File: config.mk
export PLATFORM = sky130hd
export DESIGN_NAME = icache_top
export DESIGN_NICKNAME = d
export VERILOG_FILES = /design/src/icache_pkg.sv /design/src/cache_array_if.sv /design/src/cache_set_array.sv /design/src/icache_ctrl.sv /design/src/icache_top.sv
export SDC_FILE = /design/constraint.sdc
export NUM_CORES = 1
export LEC_CHECK = 0
export ABC_AREA = 1
export BUFFER_PORTS_ARGS = -buffer_cell sky130_fd_sc_hd__buf_2
export CELL_PAD_IN_SITES_DETAIL_PLACEMENT = 0
export CELL_PAD_IN_SITES_GLOBAL_PLACEMENT = 1
export CORE_MARGIN = 2
export CORE_UTILIZATION = 40
export CTS_CLUSTER_SIZE = 12
export DETAILED_ROUTE_END_ITERATION = 10
export PLACE_DENSITY_LB_ADDON = 0.08
export RECOVER_POWER = 50
export SLEW_MARGIN = 20
export SYNTH_ARGS = -nofsm -noshare
export SYNTH_HDL_FRONTEND = slang
export SYNTH_HIERARCHICAL = 1
export SYNTH_SLANG_ARGS = --single-unit
File: constraint.sdc
create_clock -name clk -period 4.3 [get_ports clk]
set_clock_uncertainty 0.1 [all_clocks]
set_input_delay 0.215 -clock clk [delete_from_list [all_inputs] [get_ports clk]]
set_output_delay 0.215 -clock clk [all_outputs]
set_load 0.02 [all_outputs]
File: src/icache_pkg.sv
`default_nettype none

package icache_pkg;

    // instruction word and address width
    localparam int WORD_W = 16;

    // words per cache line
    localparam int LINE_WORDS = 4;

    // two ways, fixed by the one-recent-bit replacement rule
    localparam int NUM_WAYS = 2;

    // word offset bits inside a line
    localparam int OFFSET_W = $clog2(LINE_WORDS);

    // tag keeps the full line address, index bits included
    localparam int TAG_W = WORD_W - OFFSET_W;

    // width of the access and hit counters
    localparam int COUNT_W = 16;

    typedef logic [WORD_W-1:0] word_t;

    // word k of a line holds the address with offset k
    typedef logic [LINE_WORDS-1:0][WORD_W-1:0] line_t;

    // per-way bookkeeping for one set
    typedef struct packed {
        logic             valid;
        logic             recent;
        logic [TAG_W-1:0] tag;
    } tag_entry_t;

endpackage

`default_nettype wire

File: src/cache_array_if.sv
`timescale 1ns/10ps
`default_nettype none

interface cache_array_if #(
    parameter type entry_t  = logic,
    parameter int  NUM_SETS = 2
) ();

    // set select, shared by read and write
    logic [$clog2(NUM_SETS)-1:0] index;
    logic                        we;

    // both ways are always written as a pair
    entry_t wdata_way0;
    entry_t wdata_way1;

    // combinational read of the selected set
    entry_t rdata_way0;
    entry_t rdata_way1;

    modport controller (
        output index, we, wdata_way0, wdata_way1,
        input  rdata_way0, rdata_way1
    );

    modport array (
        input  index, we, wdata_way0, wdata_way1,
        output rdata_way0, rdata_way1
    );

endinterface

`default_nettype wire

File: src/cache_set_array.sv
`timescale 1ns/10ps
`default_nettype none

module cache_set_array #(
    parameter type entry_t  = logic,
    parameter int  NUM_SETS = 2
) (
    input  wire logic    clk,
    input  wire logic    reset_n,
    cache_array_if.array bus
);

    // one entry per set in each way
    entry_t way0_mem [NUM_SETS];
    entry_t way1_mem [NUM_SETS];

    // read path is asynchronous so a hit completes in the request cycle
    assign bus.rdata_way0 = way0_mem[bus.index];
    assign bus.rdata_way1 = way1_mem[bus.index];

    always_ff @(posedge clk) begin
        if (!reset_n) begin
            // clearing the entries drops every valid bit
            for (int s = 0; s < NUM_SETS; s++) begin
                way0_mem[s] <= '0;
                way1_mem[s] <= '0;
            end
        end else if (bus.we) begin
            way0_mem[bus.index] <= bus.wdata_way0;
            way1_mem[bus.index] <= bus.wdata_way1;
        end
    end

endmodule

`default_nettype wire

File: src/icache_ctrl.sv
`timescale 1ns/10ps
`default_nettype none

module icache_ctrl
    import icache_pkg::*;
#(
    parameter int NUM_SETS = 2
) (
    input  wire logic         clk,
    input  wire logic         reset_n,

    // processor side
    input  wire logic         cpu_valid,
    input  wire word_t        cpu_addr,
    output logic              cpu_ready,
    output word_t             cpu_data,

    // memory side
    output logic              mem_read,
    output word_t             mem_addr,
    input  wire logic         mem_ready,
    input  wire line_t        mem_line,

    // statistics
    output logic [COUNT_W-1:0] access_count,
    output logic [COUNT_W-1:0] hit_count,

    cache_array_if.controller tag_bus,
    cache_array_if.controller data_bus
);

    localparam int INDEX_W = $clog2(NUM_SETS);
    localparam int WAY_W   = $clog2(NUM_WAYS);

    typedef enum logic {
        ST_CHECK,
        ST_FILL
    } state_t;

    state_t state_q;
    state_t state_d;

    logic [WAY_W-1:0] victim_q;
    logic [WAY_W-1:0] victim_d;

    logic [OFFSET_W-1:0] addr_offset;
    logic [INDEX_W-1:0]  addr_index;
    logic [TAG_W-1:0]    addr_tag;

    tag_entry_t tag_rd0;
    tag_entry_t tag_rd1;
    tag_entry_t tag_wr0;
    tag_entry_t tag_wr1;

    logic  way0_hit;
    logic  way1_hit;
    logic  cache_hit;
    line_t hit_line;

    // address split
    assign addr_offset = cpu_addr[OFFSET_W-1:0];
    assign addr_index  = cpu_addr[OFFSET_W +: INDEX_W];
    assign addr_tag    = cpu_addr[WORD_W-1:OFFSET_W];

    // line-aligned fill address
    assign mem_addr = {addr_tag, {OFFSET_W{1'b0}}};

    assign tag_bus.index  = addr_index;
    assign data_bus.index = addr_index;

    assign tag_rd0 = tag_bus.rdata_way0;
    assign tag_rd1 = tag_bus.rdata_way1;

    assign way0_hit  = tag_rd0.valid && (tag_rd0.tag == addr_tag);
    assign way1_hit  = tag_rd1.valid && (tag_rd1.tag == addr_tag);
    assign cache_hit = way0_hit || way1_hit;
    assign hit_line  = way0_hit ? data_bus.rdata_way0 : data_bus.rdata_way1;

    // way 0 is evicted unless it was the last one used
    assign victim_d = tag_rd0.recent ? WAY_W'(1) : WAY_W'(0);

    assign tag_bus.wdata_way0 = tag_wr0;
    assign tag_bus.wdata_way1 = tag_wr1;

    always_comb begin
        state_d   = state_q;
        cpu_ready = 1'b0;
        cpu_data  = hit_line[addr_offset];
        mem_read  = 1'b0;

        // default write-back leaves both ways unchanged
        tag_bus.we          = 1'b0;
        tag_wr0             = tag_rd0;
        tag_wr1             = tag_rd1;
        data_bus.we         = 1'b0;
        data_bus.wdata_way0 = data_bus.rdata_way0;
        data_bus.wdata_way1 = data_bus.rdata_way1;

        case (state_q)
            ST_CHECK: begin
                if (cpu_valid) begin
                    if (cache_hit) begin
                        cpu_ready      = 1'b1;
                        tag_bus.we     = 1'b1;
                        tag_wr0.recent = way0_hit;
                        tag_wr1.recent = !way0_hit;
                    end else begin
                        mem_read = 1'b1;
                        state_d  = ST_FILL;
                    end
                end
            end

            ST_FILL: begin
                // hold the request until memory delivers the line
                mem_read = 1'b1;
                if (mem_ready) begin
                    cpu_ready   = 1'b1;
                    cpu_data    = mem_line[addr_offset];
                    tag_bus.we  = 1'b1;
                    data_bus.we = 1'b1;
                    if (victim_q == WAY_W'(0)) begin
                        data_bus.wdata_way0 = mem_line;
                        tag_wr0.valid       = 1'b1;
                        tag_wr0.recent      = 1'b1;
                        tag_wr0.tag         = addr_tag;
                        tag_wr1.recent      = 1'b0;
                    end else begin
                        data_bus.wdata_way1 = mem_line;
                        tag_wr1.valid       = 1'b1;
                        tag_wr1.recent      = 1'b1;
                        tag_wr1.tag         = addr_tag;
                        tag_wr0.recent      = 1'b0;
                    end
                    state_d = ST_CHECK;
                end
            end

            default: begin
                state_d = ST_CHECK;
            end
        endcase
    end

    always_ff @(posedge clk) begin
        if (!reset_n) begin
            state_q  <= ST_CHECK;
            victim_q <= '0;
        end else begin
            state_q <= state_d;
            // victim is fixed when the miss is seen
            if (state_q == ST_CHECK && state_d == ST_FILL) begin
                victim_q <= victim_d;
            end
        end
    end

    always_ff @(posedge clk) begin
        if (!reset_n) begin
            access_count <= '0;
            hit_count    <= '0;
        end else if (cpu_ready) begin
            access_count <= access_count + 1'b1;
            // a completion straight from check is a hit
            if (state_q == ST_CHECK) begin
                hit_count <= hit_count + 1'b1;
            end
        end
    end

endmodule

`default_nettype wire

File: src/icache_top.sv
`timescale 1ns/10ps
`default_nettype none

module icache_top
    import icache_pkg::*;
#(
    parameter int NUM_SETS = 2
) (
    input  wire logic          clk,
    input  wire logic          reset_n,

    // fetch port
    input  wire logic          cpu_valid,
    input  wire word_t         cpu_addr,
    output logic               cpu_ready,
    output word_t              cpu_data,

    // line refill port
    output logic               mem_read,
    output word_t              mem_addr,
    input  wire logic          mem_ready,
    input  wire line_t         mem_line,

    output logic [COUNT_W-1:0] access_count,
    output logic [COUNT_W-1:0] hit_count
);

    cache_array_if #(
        .entry_t  (tag_entry_t),
        .NUM_SETS (NUM_SETS)
    ) tag_bus ();

    cache_array_if #(
        .entry_t  (line_t),
        .NUM_SETS (NUM_SETS)
    ) data_bus ();

    icache_ctrl #(
        .NUM_SETS (NUM_SETS)
    ) u_ctrl (
        .clk          (clk),
        .reset_n      (reset_n),
        .cpu_valid    (cpu_valid),
        .cpu_addr     (cpu_addr),
        .cpu_ready    (cpu_ready),
        .cpu_data     (cpu_data),
        .mem_read     (mem_read),
        .mem_addr     (mem_addr),
        .mem_ready    (mem_ready),
        .mem_line     (mem_line),
        .access_count (access_count),
        .hit_count    (hit_count),
        .tag_bus      (tag_bus.controller),
        .data_bus     (data_bus.controller)
    );

    // valid, recent and tag per way
    cache_set_array #(
        .entry_t  (tag_entry_t),
        .NUM_SETS (NUM_SETS)
    ) u_tag_array (
        .clk     (clk),
        .reset_n (reset_n),
        .bus     (tag_bus.array)
    );

    // four-word lines per way
    cache_set_array #(
        .entry_t  (line_t),
        .NUM_SETS (NUM_SETS)
    ) u_data_array (
        .clk     (clk),
        .reset_n (reset_n),
        .bus     (data_bus.array)
    );

endmodule

`default_nettype wire

==> summary.txt, run 1 <==
Setup path
  – CP Data Required Time: 4410 ps
  – CP Max Fanout: roughly 50
  – FF-to-FF setup slack: 400 ps
  – Worst r2r src: u_ctrl/state_q
  – Crit start category: flip-flop
  – Buf/Inv on CP: 2
  – Largest stage delay, worst path: 2050 ps
  – WS Path Type: reg -> reg
  – Crit path capture type: flip-flop
  – Delay-heaviest family, CP: simple AND/OR/NAND/NOR gates
  – Slowest cell on crit path: nand2_1
  – CP Data Arrival Time: 4000 ps
  – Cell depth of the worst flop-to-flop path: 5
  – Reg-to-Reg End: u_data_array/way0_mem[1][25]
  – Most used cell, CP: nand2_1
  – CP Cell Sequence: nand2_1 > clkinv_1 > nand3_4 > nand2_1 > clkbuf_2

Global route
  – Largest net degree at the start of global routing: 129
  – Vias in the first global route: 17000
  – Initial antenna violation count: 4
  – First-pass GRT wire length: 101000 um
  – Total gr overflow: 0
  – Total global-route track usage: between 20% and 30%

STA
  – Slew Viols, Final: 241
  – Tcrit/Tclk final: about nine tenths
  – FMAX: 0.257 GHz
  – Hold Fails Final Rpt: 0
  – Slew @ Worst Pin: 2870 ps
  – Relative slew slack: -92.0%
  – Worst Hold Margin: between 20 and 30 ps
  – RSZ-0062 raised after global routing: false
  – Min Tclk post-route: 3900 ps
  – Setup Viol. Count Final: 0
  – TNS Setup: 0 ps
  – Fin worst setup slack: 403 ps

Floorplan
  – Chip width: 230 um
  – Row count: 82
  – Die footprint: 0.0530 mm^2
  – Die H: 230 um
  – Top-level I/O count: 150
  – Core area: 0.0504 mm^2
  – Initial Util: approximately 41%

Power
  – Pwr Total: 0.00855 W
  – Pwr/cell area: ~370 mW/mm^2
  – Max VDD drop: 0.266 mV
  – Pleak: 10.3 nW

Hold path
  – WHS Endpoint: u_data_array/way0_mem[0][51]
  – Hold Path Cell Cnt: 5
  – Hold crit path type: in -> reg
  – Hold_sp: mem_line[51]

Clocking
  – Post-CTS resize count: 0
  – Max clock buf depth: 3
  – Root buf cell: clkbuf_16
  – Clk sink count: 352
  – Worst-path clk slew: 60 ps
  – Worst-Skew Late Latency: slightly below 600 ps
  – TritonCTS clock tree: done
  – H-tree levels: 2
  – Total CTS buffers: 44

Detailed routing
  – Final WL: 65200 um
  – Pre-antenna DRT Iters: 5
  – Iteration-0 DRC Markers: approximately 1400
  – Antenna viol nets, final: 0
  – DR vias: 17600
  – Vias per cell: slightly below 5
  – Drc violations: 0
  – WL per Instance: 18.5 um

Status
  – Failing checks: capacitance limit, slew limit
  – Status: complete, but fails checks

Synth
  – Yosys warns: 6
  – Mapped cell area: about 0.020 mm^2
  – Mapped Cells: 2755
  – Mean Syn Cell Area: 7.43 um^2

Placed design
  – Pre-CTS setup slack: 651 ps
  – Dpl hpwl: 38700 um
  – Placed Cells: roughly 3400
  – Port Buffer Count: 147
  – Final Wtd Congestion: 0.822

Cells and area
  – Final #Nets: between 2000 and 3000
  – Fraction of layout cells with a size suffix above 1: 8.00%
  – # fillers: 5208
  – Area grow syn2layout: 12.0%
  – Fin cells: 3535

Job
  – MaxCap Viol Count: 4
-- through the flow --
stage | instance area [um^2] | util [%]
6_report | 22900 | 45.5
5_1_grt | 22900 | 45.5
4_1_cts | 23100 | 45.8
3_5_place_dp | 21500 | 42.7
3_3_place_gp | 21500 | 42.7
2_1_floorplan | 20500 | -
-- registers in the layout, summed over array words and instances (netlist names) --
name and cells:
u_data_array/way0_mem 128, u_ctrl/access_count 16, u_tag_array/way1_mem 30, u_ctrl/state_q 1
u_ctrl/hit_count 16, u_ctrl/victim_q 1, u_data_array/way1_mem 128, u_tag_array/way0_mem 32
-- what timing repair did --
item                                   in CTS  in global routing
buffers inserted                            0                  0
hold buffers                               18                  0
endpoints found under the hold margin      38                  0
setup endpoints to repair                   0                  0
-- metal layers --
layer / global-route usage (%) / up-vias / share of wire, %
met5: 0 / - / 0.020
met1: 33.6 / 8270 / 46
met4: 6.25 / 2 / 2.0
met3: 3.22 / 79 / 5.1
met2: 41.4 / 464 / 47
li1: - / 8750 / -
-- cells in the final DEF, fill, tap and decap left out, types with 12 or more instances in the layout --
| master | count |
|---|---|
| a21oi_1 | 89 |
| buf_2 | 101 |
| buf_4 | 24 |
| clkbuf_1 | 62 |
| clkbuf_16 | 45 |
| dfxtp_1 | 34 |
| dlygate4sd3_1 | 18 |
| edfxtp_1 | 318 |
| inv_1 | 368 |
| nand2_1 | 923 |
| nand3_1 | 166 |
| nand3b_1 | 17 |
| nand4_1 | 15 |
| nor2_1 | 396 |
| nor2_2 | 12 |
| nor3_1 | 17 |
| o21ai_0 | 166 |
| xor2_1 | 15 |
-- worst reg2reg max path, delay by kind of cell, from the launching register on --
family	cells	cell delay (ps)
flip-flops	1	360
AND/OR/NAND/NOR	3	2210
buffers and inverters	2	840
-- worst max path at each step --
stage                               start                            to  slack [ps]  cells past startpoint
3_3_place_gp                  cpu_addr[2]    u_tag_array/way1_mem[0][2]         650                     15
4_1_cts        u_tag_array/way0_mem[1][6]                   cpu_data[9]         560                     16
2_1_floorplan              u_ctrl/state_q   u_data_array/way0_mem[1][0]         830                      7
5_1_grt                    u_ctrl/state_q  u_data_array/way0_mem[1][25]         160                      5
6_report                   u_ctrl/state_q  u_data_array/way0_mem[1][25]         400                      5
3_5_place_dp                  cpu_addr[2]    u_tag_array/way1_mem[1][2]         650                     15
-- cell type report --
| type | count | area, um^2 | share of cell area, % |
|---|---|---|---|
| inverter | 383 | 1440 | 6.29 |
| sequential | 352 | 10200 | 44.6 |
| tap | 672 | 841 | 3.67 |
| timing repair buffer | 199 | 1190 | 5.18 |
| multi-input combinational | 1847 | 7840 | 34.2 |
| antenna | 2 | 5.00 | 0.0218 |
| clock inverter | 15 | 151 | 0.660 |
| clock buffer | 65 | 1230 | 5.37 |
-- where the power goes --
group | internal [W] | total (W) | switching [W]
clock | 0.00216 | 0.00361 | 0.00145
combinational | 0.000279 | 0.00103 | 0.000754
sequential | 0.00387 | 0.00391 | 0.0000373
total | 0.00631 | 0.00855 | 0.00225
Power figures use the tool's default switching activity.
==> inputs of run 2 (changes only) <==
--- a/config.mk
+++ b/config.mk
@@ -6,13 +6,13 @@
 export NUM_CORES = 1
 export LEC_CHECK = 0
 export ABC_AREA = 1
-export BUFFER_PORTS_ARGS = -buffer_cell sky130_fd_sc_hd__buf_2
 export CELL_PAD_IN_SITES_DETAIL_PLACEMENT = 0
 export CELL_PAD_IN_SITES_GLOBAL_PLACEMENT = 1
 export CORE_MARGIN = 2
 export CORE_UTILIZATION = 40
 export CTS_CLUSTER_SIZE = 12
 export DETAILED_ROUTE_END_ITERATION = 10
+export DONT_BUFFER_PORTS = 1
 export PLACE_DENSITY_LB_ADDON = 0.08
 export RECOVER_POWER = 50
 export SLEW_MARGIN = 20
==> run 2 against run 1 <==
Compared with the run above:
- sequential cell count stayed put
- routed wire length is 1.4% higher
- via count is 1.0% lower
- clock-buffer cell count is 6 lower
- die area stayed put
- final cell count is 2.9% lower
- sequential share of layout area is 0.44 points higher
- the run still ends with capacitance limit, slew limit left
- first-iteration DRC count is 20% higher
- combinational power is 11% lower
- total power is 1.1% lower
==> summary.txt, run 2 (same netlist as run 1, synthesis figures left out) <==
Setup path
  – Slowest cell on crit path: nand2_2
  – Crit start category: flip-flop
  – WS Path Type: reg -> reg
  – Largest stage delay, worst path: roughly 1600 ps
  – CP Data Arrival Time: 3910 ps
  – CP Cell Sequence: nand2_1 > clkinv_1 > buf_4 > nand3_1 > nand2_2 > clkbuf_2
  – Buf/Inv on CP: 3
  – Crit path capture type: flip-flop
  – FF-to-FF setup slack: roughly 480 ps
  – CP Max Fanout: just under 80
  – Delay-heaviest family, CP: simple AND/OR/NAND/NOR gates
  – CP Data Required Time: approximately 4400 ps
  – Reg-to-Reg End: u_data_array/way0_mem[0][55]
  – Worst r2r src: u_ctrl/state_q
  – Cell depth of the worst flop-to-flop path: 6

Floorplan
  – Die footprint: 0.0530 mm^2
  – Die H: around 230 um
  – Core area: 0.0504 mm^2
  – Top-level I/O count: 150
  – Initial Util: 40.6%
  – Row count: 82
  – Chip width: 230 um

Cells and area
  – Fraction of layout cells with a size suffix above 1: 4.31%
  – Area grow syn2layout: 10.9%
  – Most frequent cells in the layout: nand2_1 (923), nor2_1 (397), inv_1 (369)
  – Biggest regs: u_data_array/way0_mem x128, u_data_array/way1_mem x128, u_tag_array/way0_mem x32
  – Commonest non-fill, non-tap cell in the layout: nand2_1
  – Final #Nets: 2815

Global route
  – Initial antenna violation count: 4
  – First-pass GRT wire length: 101000 um
  – Total global-route track usage: 24.8%
  – Total gr overflow: 0
  – Largest net degree at the start of global routing: 167
  – Vias in the first global route: 16300

Detailed routing
  – Drc violations: 0
  – WL per Instance: 19.3 um
  – Max layer used: met5
  – Antenna viol nets, final: 0
  – Vias per cell: 5.06
  – Pre-antenna DRT Iters: 6
  – Length of routed met3 wiring: 4030 um
  – M1 WL: slightly above 30000 um
  – Iteration-0 DRC Markers: between 1500 and 2000
  – Final WL: 66100 um
  – DR vias: ~17000
  – Routed wl met2: 30400 um

STA
  – Relative slew slack: -53.0%
  – TNS Setup: 0 ps
  – Slew Viols, Final: 365
  – RSZ-0062 raised after global routing: false
  – Tcrit/Tclk final: 88.7%
  – Slew @ Worst Pin: 2290 ps
  – FMAX: 0.262 GHz
  – Min Tclk post-route: ~3800 ps
  – Setup Viol. Count Final: 0
  – Hold Fails Final Rpt: 0

Clocking
  – Worst-Skew Late Latency: 580 ps
  – Clk sink count: 352
  – Post-CTS resize count: 0
  – H-tree levels: 2
  – Max clock buf depth: 3
  – Root buf cell: clkbuf_16
  – Worst-path clk slew: 60 ps
  – Total CTS buffers: 43
  – TritonCTS clock tree: done

Placed design
  – Port Buffer Count: 0
  – Final Wtd Congestion: between 0.8 and 0.9
  – Dpl hpwl: 38300 um

Power
  – Pwr/cell area: 373 mW/mm^2
  – Max VDD drop: 0.282 mV
  – Pleak: 10.1 nW
  – Pwr Total: 0.00846 W

Job
  – MaxCap Viol Count: 6

Hold path
  – Hold_sp: mem_line[40]
  – Hold Path Cell Cnt: 4
  – Hold crit path type: in -> reg
  – WHS Endpoint: u_data_array/way1_mem[0][40]

Status
  – Failing checks: capacitance limit, slew limit
  – Status: complete, but fails checks
[run 2: final cells by class]
| class | instances | area, um^2 |
|---|---|---|
| multi-input combinational | 1847 | 7840 |
| timing repair buffer | 102 | 953 |
| antenna | 1 | 2.50 |
| clock inverter | 18 | 180 |
| tap | 672 | 841 |
| sequential | 352 | 10200 |
| inverter | 383 | 1440 |
| clock buffer | 59 | 1210 |
| fill | 5161 | 27700 |
[run 2: worst max-delay path by stage]
stage / start / endpoint / cells after the start
2_1_floorplan: u_ctrl/state_q / u_data_array/way0_mem[1][0] / 7
3_3_place_gp: cpu_addr[2] / u_tag_array/way1_mem[1][3] / 14
3_5_place_dp: cpu_addr[2] / u_tag_array/way1_mem[1][3] / 14
4_1_cts: u_tag_array/way0_mem[1][8] / cpu_data[8] / 15
5_1_grt: u_ctrl/state_q / u_data_array/way0_mem[0][52] / 6
6_report: u_ctrl/state_q / u_data_array/way0_mem[0][55] / 6
[run 2: what timing repair did]
action | CTS | global route
buffers inserted | 0 | 0
hold endpoints to repair | 308 | 0
hold buffers | 73 | 0
[run 2: power by group]
part / internal, W / leakage (nW) / total, W / switching, W
Clock: 0.00219 / 0.682 / 0.00363 / 0.00144
Combinational: 0.000262 / 5.81 / 0.000918 / 0.000656
Sequential: 0.00387 / 3.57 / 0.00391 / 0.0000382
[run 2: per-stage QoR]
stage	worst slack (ps)	area [um^2]	hold slack, ps	instances	utilization (%)
2_1_floorplan	827	20500	250	2756	-
3_3_place_gp	876	20700	239	3283	41.0
3_5_place_dp	843	20700	245	3283	41.0
4_1_cts	567	22800	3.03	3433	45.2
5_1_grt	179	22700	48.2	3433	45.1
6_report	485	22700	32.7	3434	45.1
[run 2: metal layers]
layer / track usage, % / vias up
met5: 0 / -
met4: 5.60 / 2
met3: 3.39 / 78
met2: 39.8 / 496
met1: 35.5 / 8247
li1: - / 8567
[run 2: tightest hold or removal path: cells and delay by family]
family	cells	cell delay, ps
AND/OR/NAND/NOR	1	90
AO/OA/AOI/OAI	1	160
buffers and inverters	2	120
==> inputs of run 3 (changes only) <==
--- a/config.mk
+++ b/config.mk
@@ -13,6 +13,7 @@
 export CTS_CLUSTER_SIZE = 12
 export DETAILED_ROUTE_END_ITERATION = 10
 export DONT_BUFFER_PORTS = 1
+export HOLD_SLACK_MARGIN = 0.05
 export PLACE_DENSITY_LB_ADDON = 0.08
 export RECOVER_POWER = 50
 export SLEW_MARGIN = 20
==> constraint.sdc (replaced) <==
create_clock -name clk -period 4.33 [get_ports clk]
set_clock_uncertainty 0.1 [all_clocks]
set_input_delay 0.2165 -clock clk [delete_from_list [all_inputs] [get_ports clk]]
set_output_delay 0.2165 -clock clk [all_outputs]
set_load 0.02 [all_outputs]
==> run 3 against run 2 <==
Compared with the run above:
- the run still ends with capacitance limit, slew limit left
- register-to-register slack about the same
- largest cell class unchanged
- die area unchanged
- global-route usage up 1.4 points
- critical path depth up 11
- utilization up 0.34 points
- sequential share of layout area down 0.34 points
==> summary.txt, run 3 (same netlist as run 1, synthesis figures left out) <==
STA
  – RSZ-0062 raised after global routing: false
  – Relative slew slack: -53.0%
  – Slew Viols, Final: 240
  – FMAX: 0.246 GHz
  – Slew @ Worst Pin: 2290 ps
  – Min Tclk post-route: about 4000 ps
  – Tcrit/Tclk final: 93.7%
  – TNS Setup: 0 ps
  – Fin worst setup slack: 272 ps
  – Setup Viol. Count Final: 0
  – Hold Fails Final Rpt: 0

Detailed routing
  – Final WL: 69600 um
  – Antenna viol nets, final: 0
  – DR vias: approximately 18000
  – WL per Instance: 20.2 um
  – Iteration-0 DRC Markers: 1523
  – Drc violations: 0
  – Vias per cell: approximately 5.1
  – Pre-antenna DRT Iters: 6

Floorplan
  – Top-level I/O count: 150
  – Chip width: 230 um
  – Die H: 230 um
  – Row count: 82
  – Die footprint: 0.0530 mm^2
  – Core area: 0.0504 mm^2
  – Initial Util: between 40% and 50%

Placed design
  – Dpl hpwl: 38000 um
  – Final Wtd Congestion: 0.827
  – Port Buffer Count: 0
  – Post-Place Cell Area: ~0.021 mm^2
  – Pre-CTS setup slack: 826 ps

Setup path
  – Crit path capture type: output port
  – Slowest cell on crit path: dlygate4sd3_1
  – Crit start category: primary input
  – CP Max Fanout: 77
  – WS Path Type: in -> out
  – Crit path launch: cpu_addr[2]
  – Most used cell, CP: nand2_1
  – Cell depth of the worst flop-to-flop path: 8
  – CP Depth: 17
  – Crit path to: cpu_data[4]
  – Reg-to-Reg End: u_data_array/way1_mem[0][11]
  – Worst r2r src: u_ctrl/state_q
  – Delay-heaviest family, CP: buffers and inverters
  – CP Data Arrival Time: 3740 ps
  – Buf/Inv on CP: 3
  – CP Cell Sequence: dlygate4sd3_1 > nand2_1 > nand2_1 > inv_1 > nand2_1 > nand2_1 > nor2_1 > nand2_1 > nor2_4 > buf_4 > nand3_1 > nand3_1 > nand2_1 > nand2_1 > nand2_1 > nand2_1 > nand2_1
  – CP Data Required Time: 4010 ps
  – Largest stage delay, worst path: 1000 ps
  – FF-to-FF setup slack: 490 ps

Clocking
  – Root buf cell: clkbuf_16
  – # Post-CTS Setup Buffers: 0
  – Worst-path clk slew: about 50 ps
  – Total CTS buffers: 43
  – Post-CTS resize count: 0
  – Worst-Skew Late Latency: approximately 580 ps
  – H-tree levels: 2
  – Clk sink count: 352
  – Max clock buf depth: 3
  – TritonCTS clock tree: done

Power
  – Part of the power in combinational logic: 11.6%
  – Switching fraction of total power: 26.2%
  – Sw power: between 0.002 and 0.0025 W
  – Pwr/cell area: between 300 and 400 mW/mm^2
  – Pleak: 10.1 nW
  – Clock share of power: 42.0%
  – Internal power: 0.00617 W
  – Seq pwr share: between 40% and 50%
  – Max VDD drop: around 0.27 mV

Cells and area
  – Post-route cell area: between 0.02 and 0.025 mm^2
  – Commonest non-fill, non-tap cell in the layout: nand2_1
  – Most frequent cells in the layout: nand2_1 (922), nor2_1 (396), inv_1 (369)
  – Fraction of layout cells with a size suffix above 1: 4.33%
  – Biggest regs: u_data_array/way0_mem x128, u_data_array/way1_mem x128, u_tag_array/way0_mem x32
  – Area grow syn2layout: 11.8%
  – Final #Nets: 2827

Global route
  – Total gr overflow: 0
  – Initial antenna violation count: 7
  – Largest net degree at the start of global routing: 126
  – First-pass GRT wire length: 105000 um
  – Vias in the first global route: ~17000
  – Total global-route track usage: about a quarter

Job
  – MaxCap Viol Count: 4

Status
  – Status: complete, but fails checks
  – Failing checks: capacitance limit, slew limit

Hold path
  – Hold crit path type: in -> reg
-- run 3: what timing repair did --
action                                  4_1_cts  5_1_grt
endpoints found under the hold margin       349        0
hold buffers                                 87        0
endpoints found under the setup margin        0        0
-- run 3: cell type report --
class	count	area, um^2
Antenna cell	5	12.5
Clock buffer	51	1150
Clock inverter	22	174
Fill cell	5198	27500
Inverter	383	1440
Multi-Input combinational cell	1847	7860
Sequential cell	352	10200
Tap cell	672	841
Timing Repair Buffer	114	1170
-- run 3: worst min-delay path by stage --
| stage | startpoint | endpoint | slack (ps) | cells past startpoint |
|---|---|---|---|---|
| after floorplan | reset_n | u_ctrl/hit_count[9] | 250 | 2 |
| after global placement | reset_n | u_ctrl/hit_count[6] | 240 | 2 |
| after detailed placement | reset_n | u_ctrl/hit_count[11] | 250 | 2 |
| after CTS | cpu_addr[2] | u_data_array/way1_mem[1][25] | 50 | 6 |
| after global routing | reset_n | u_tag_array/way1_mem[0][15] | 80 | 2 |
| final | reset_n | u_tag_array/way1_mem[0][15] | 80 | 2 |
-- run 3: routing by layer --
layer	GRT usage [%]	up-vias	routed length, um
met5	0	-	13
met1	35.5	8353	30400
li1	-	8578	-
met3	5.28	84	5140
met4	6.94	2	1690
met2	42.6	571	32300
-- run 3: power groups by stage --
stage	Combinational [W]	Sequential (W)	Clock, W
final	0.000967	0.00388	0.00351
after global routing	0.00109	0.00390	0.00372
after CTS	0.000972	0.00388	0.00358
after detailed placement	0.000839	0.00395	0
after global placement	0.000840	0.00395	0
after floorplan	0.000662	0.00395	0
-- run 3: worst reg2reg max path, cell delays in order, from the launching register on --
cell and delay, ps:
dfxtp_1 330, nand2_1 100, clkinv_1 60, clkbuf_2 400, nand2_2 1290, clkbuf_1 880, o21ai_0 230, inv_1 120
nor2_1 50
-- run 3: per-stage QoR --
step	hold slack [ps]	total power (W)	cells	utilization, %
floorplan	251	0.00461	2756	-
global placement	241	0.00479	3281	41.1
detailed placement	247	0.00479	3281	41.1
CTS	50.4	0.00843	3441	45.5
global route	79.9	0.00870	3445	45.4
finish	80.1	0.00836	3446	45.4
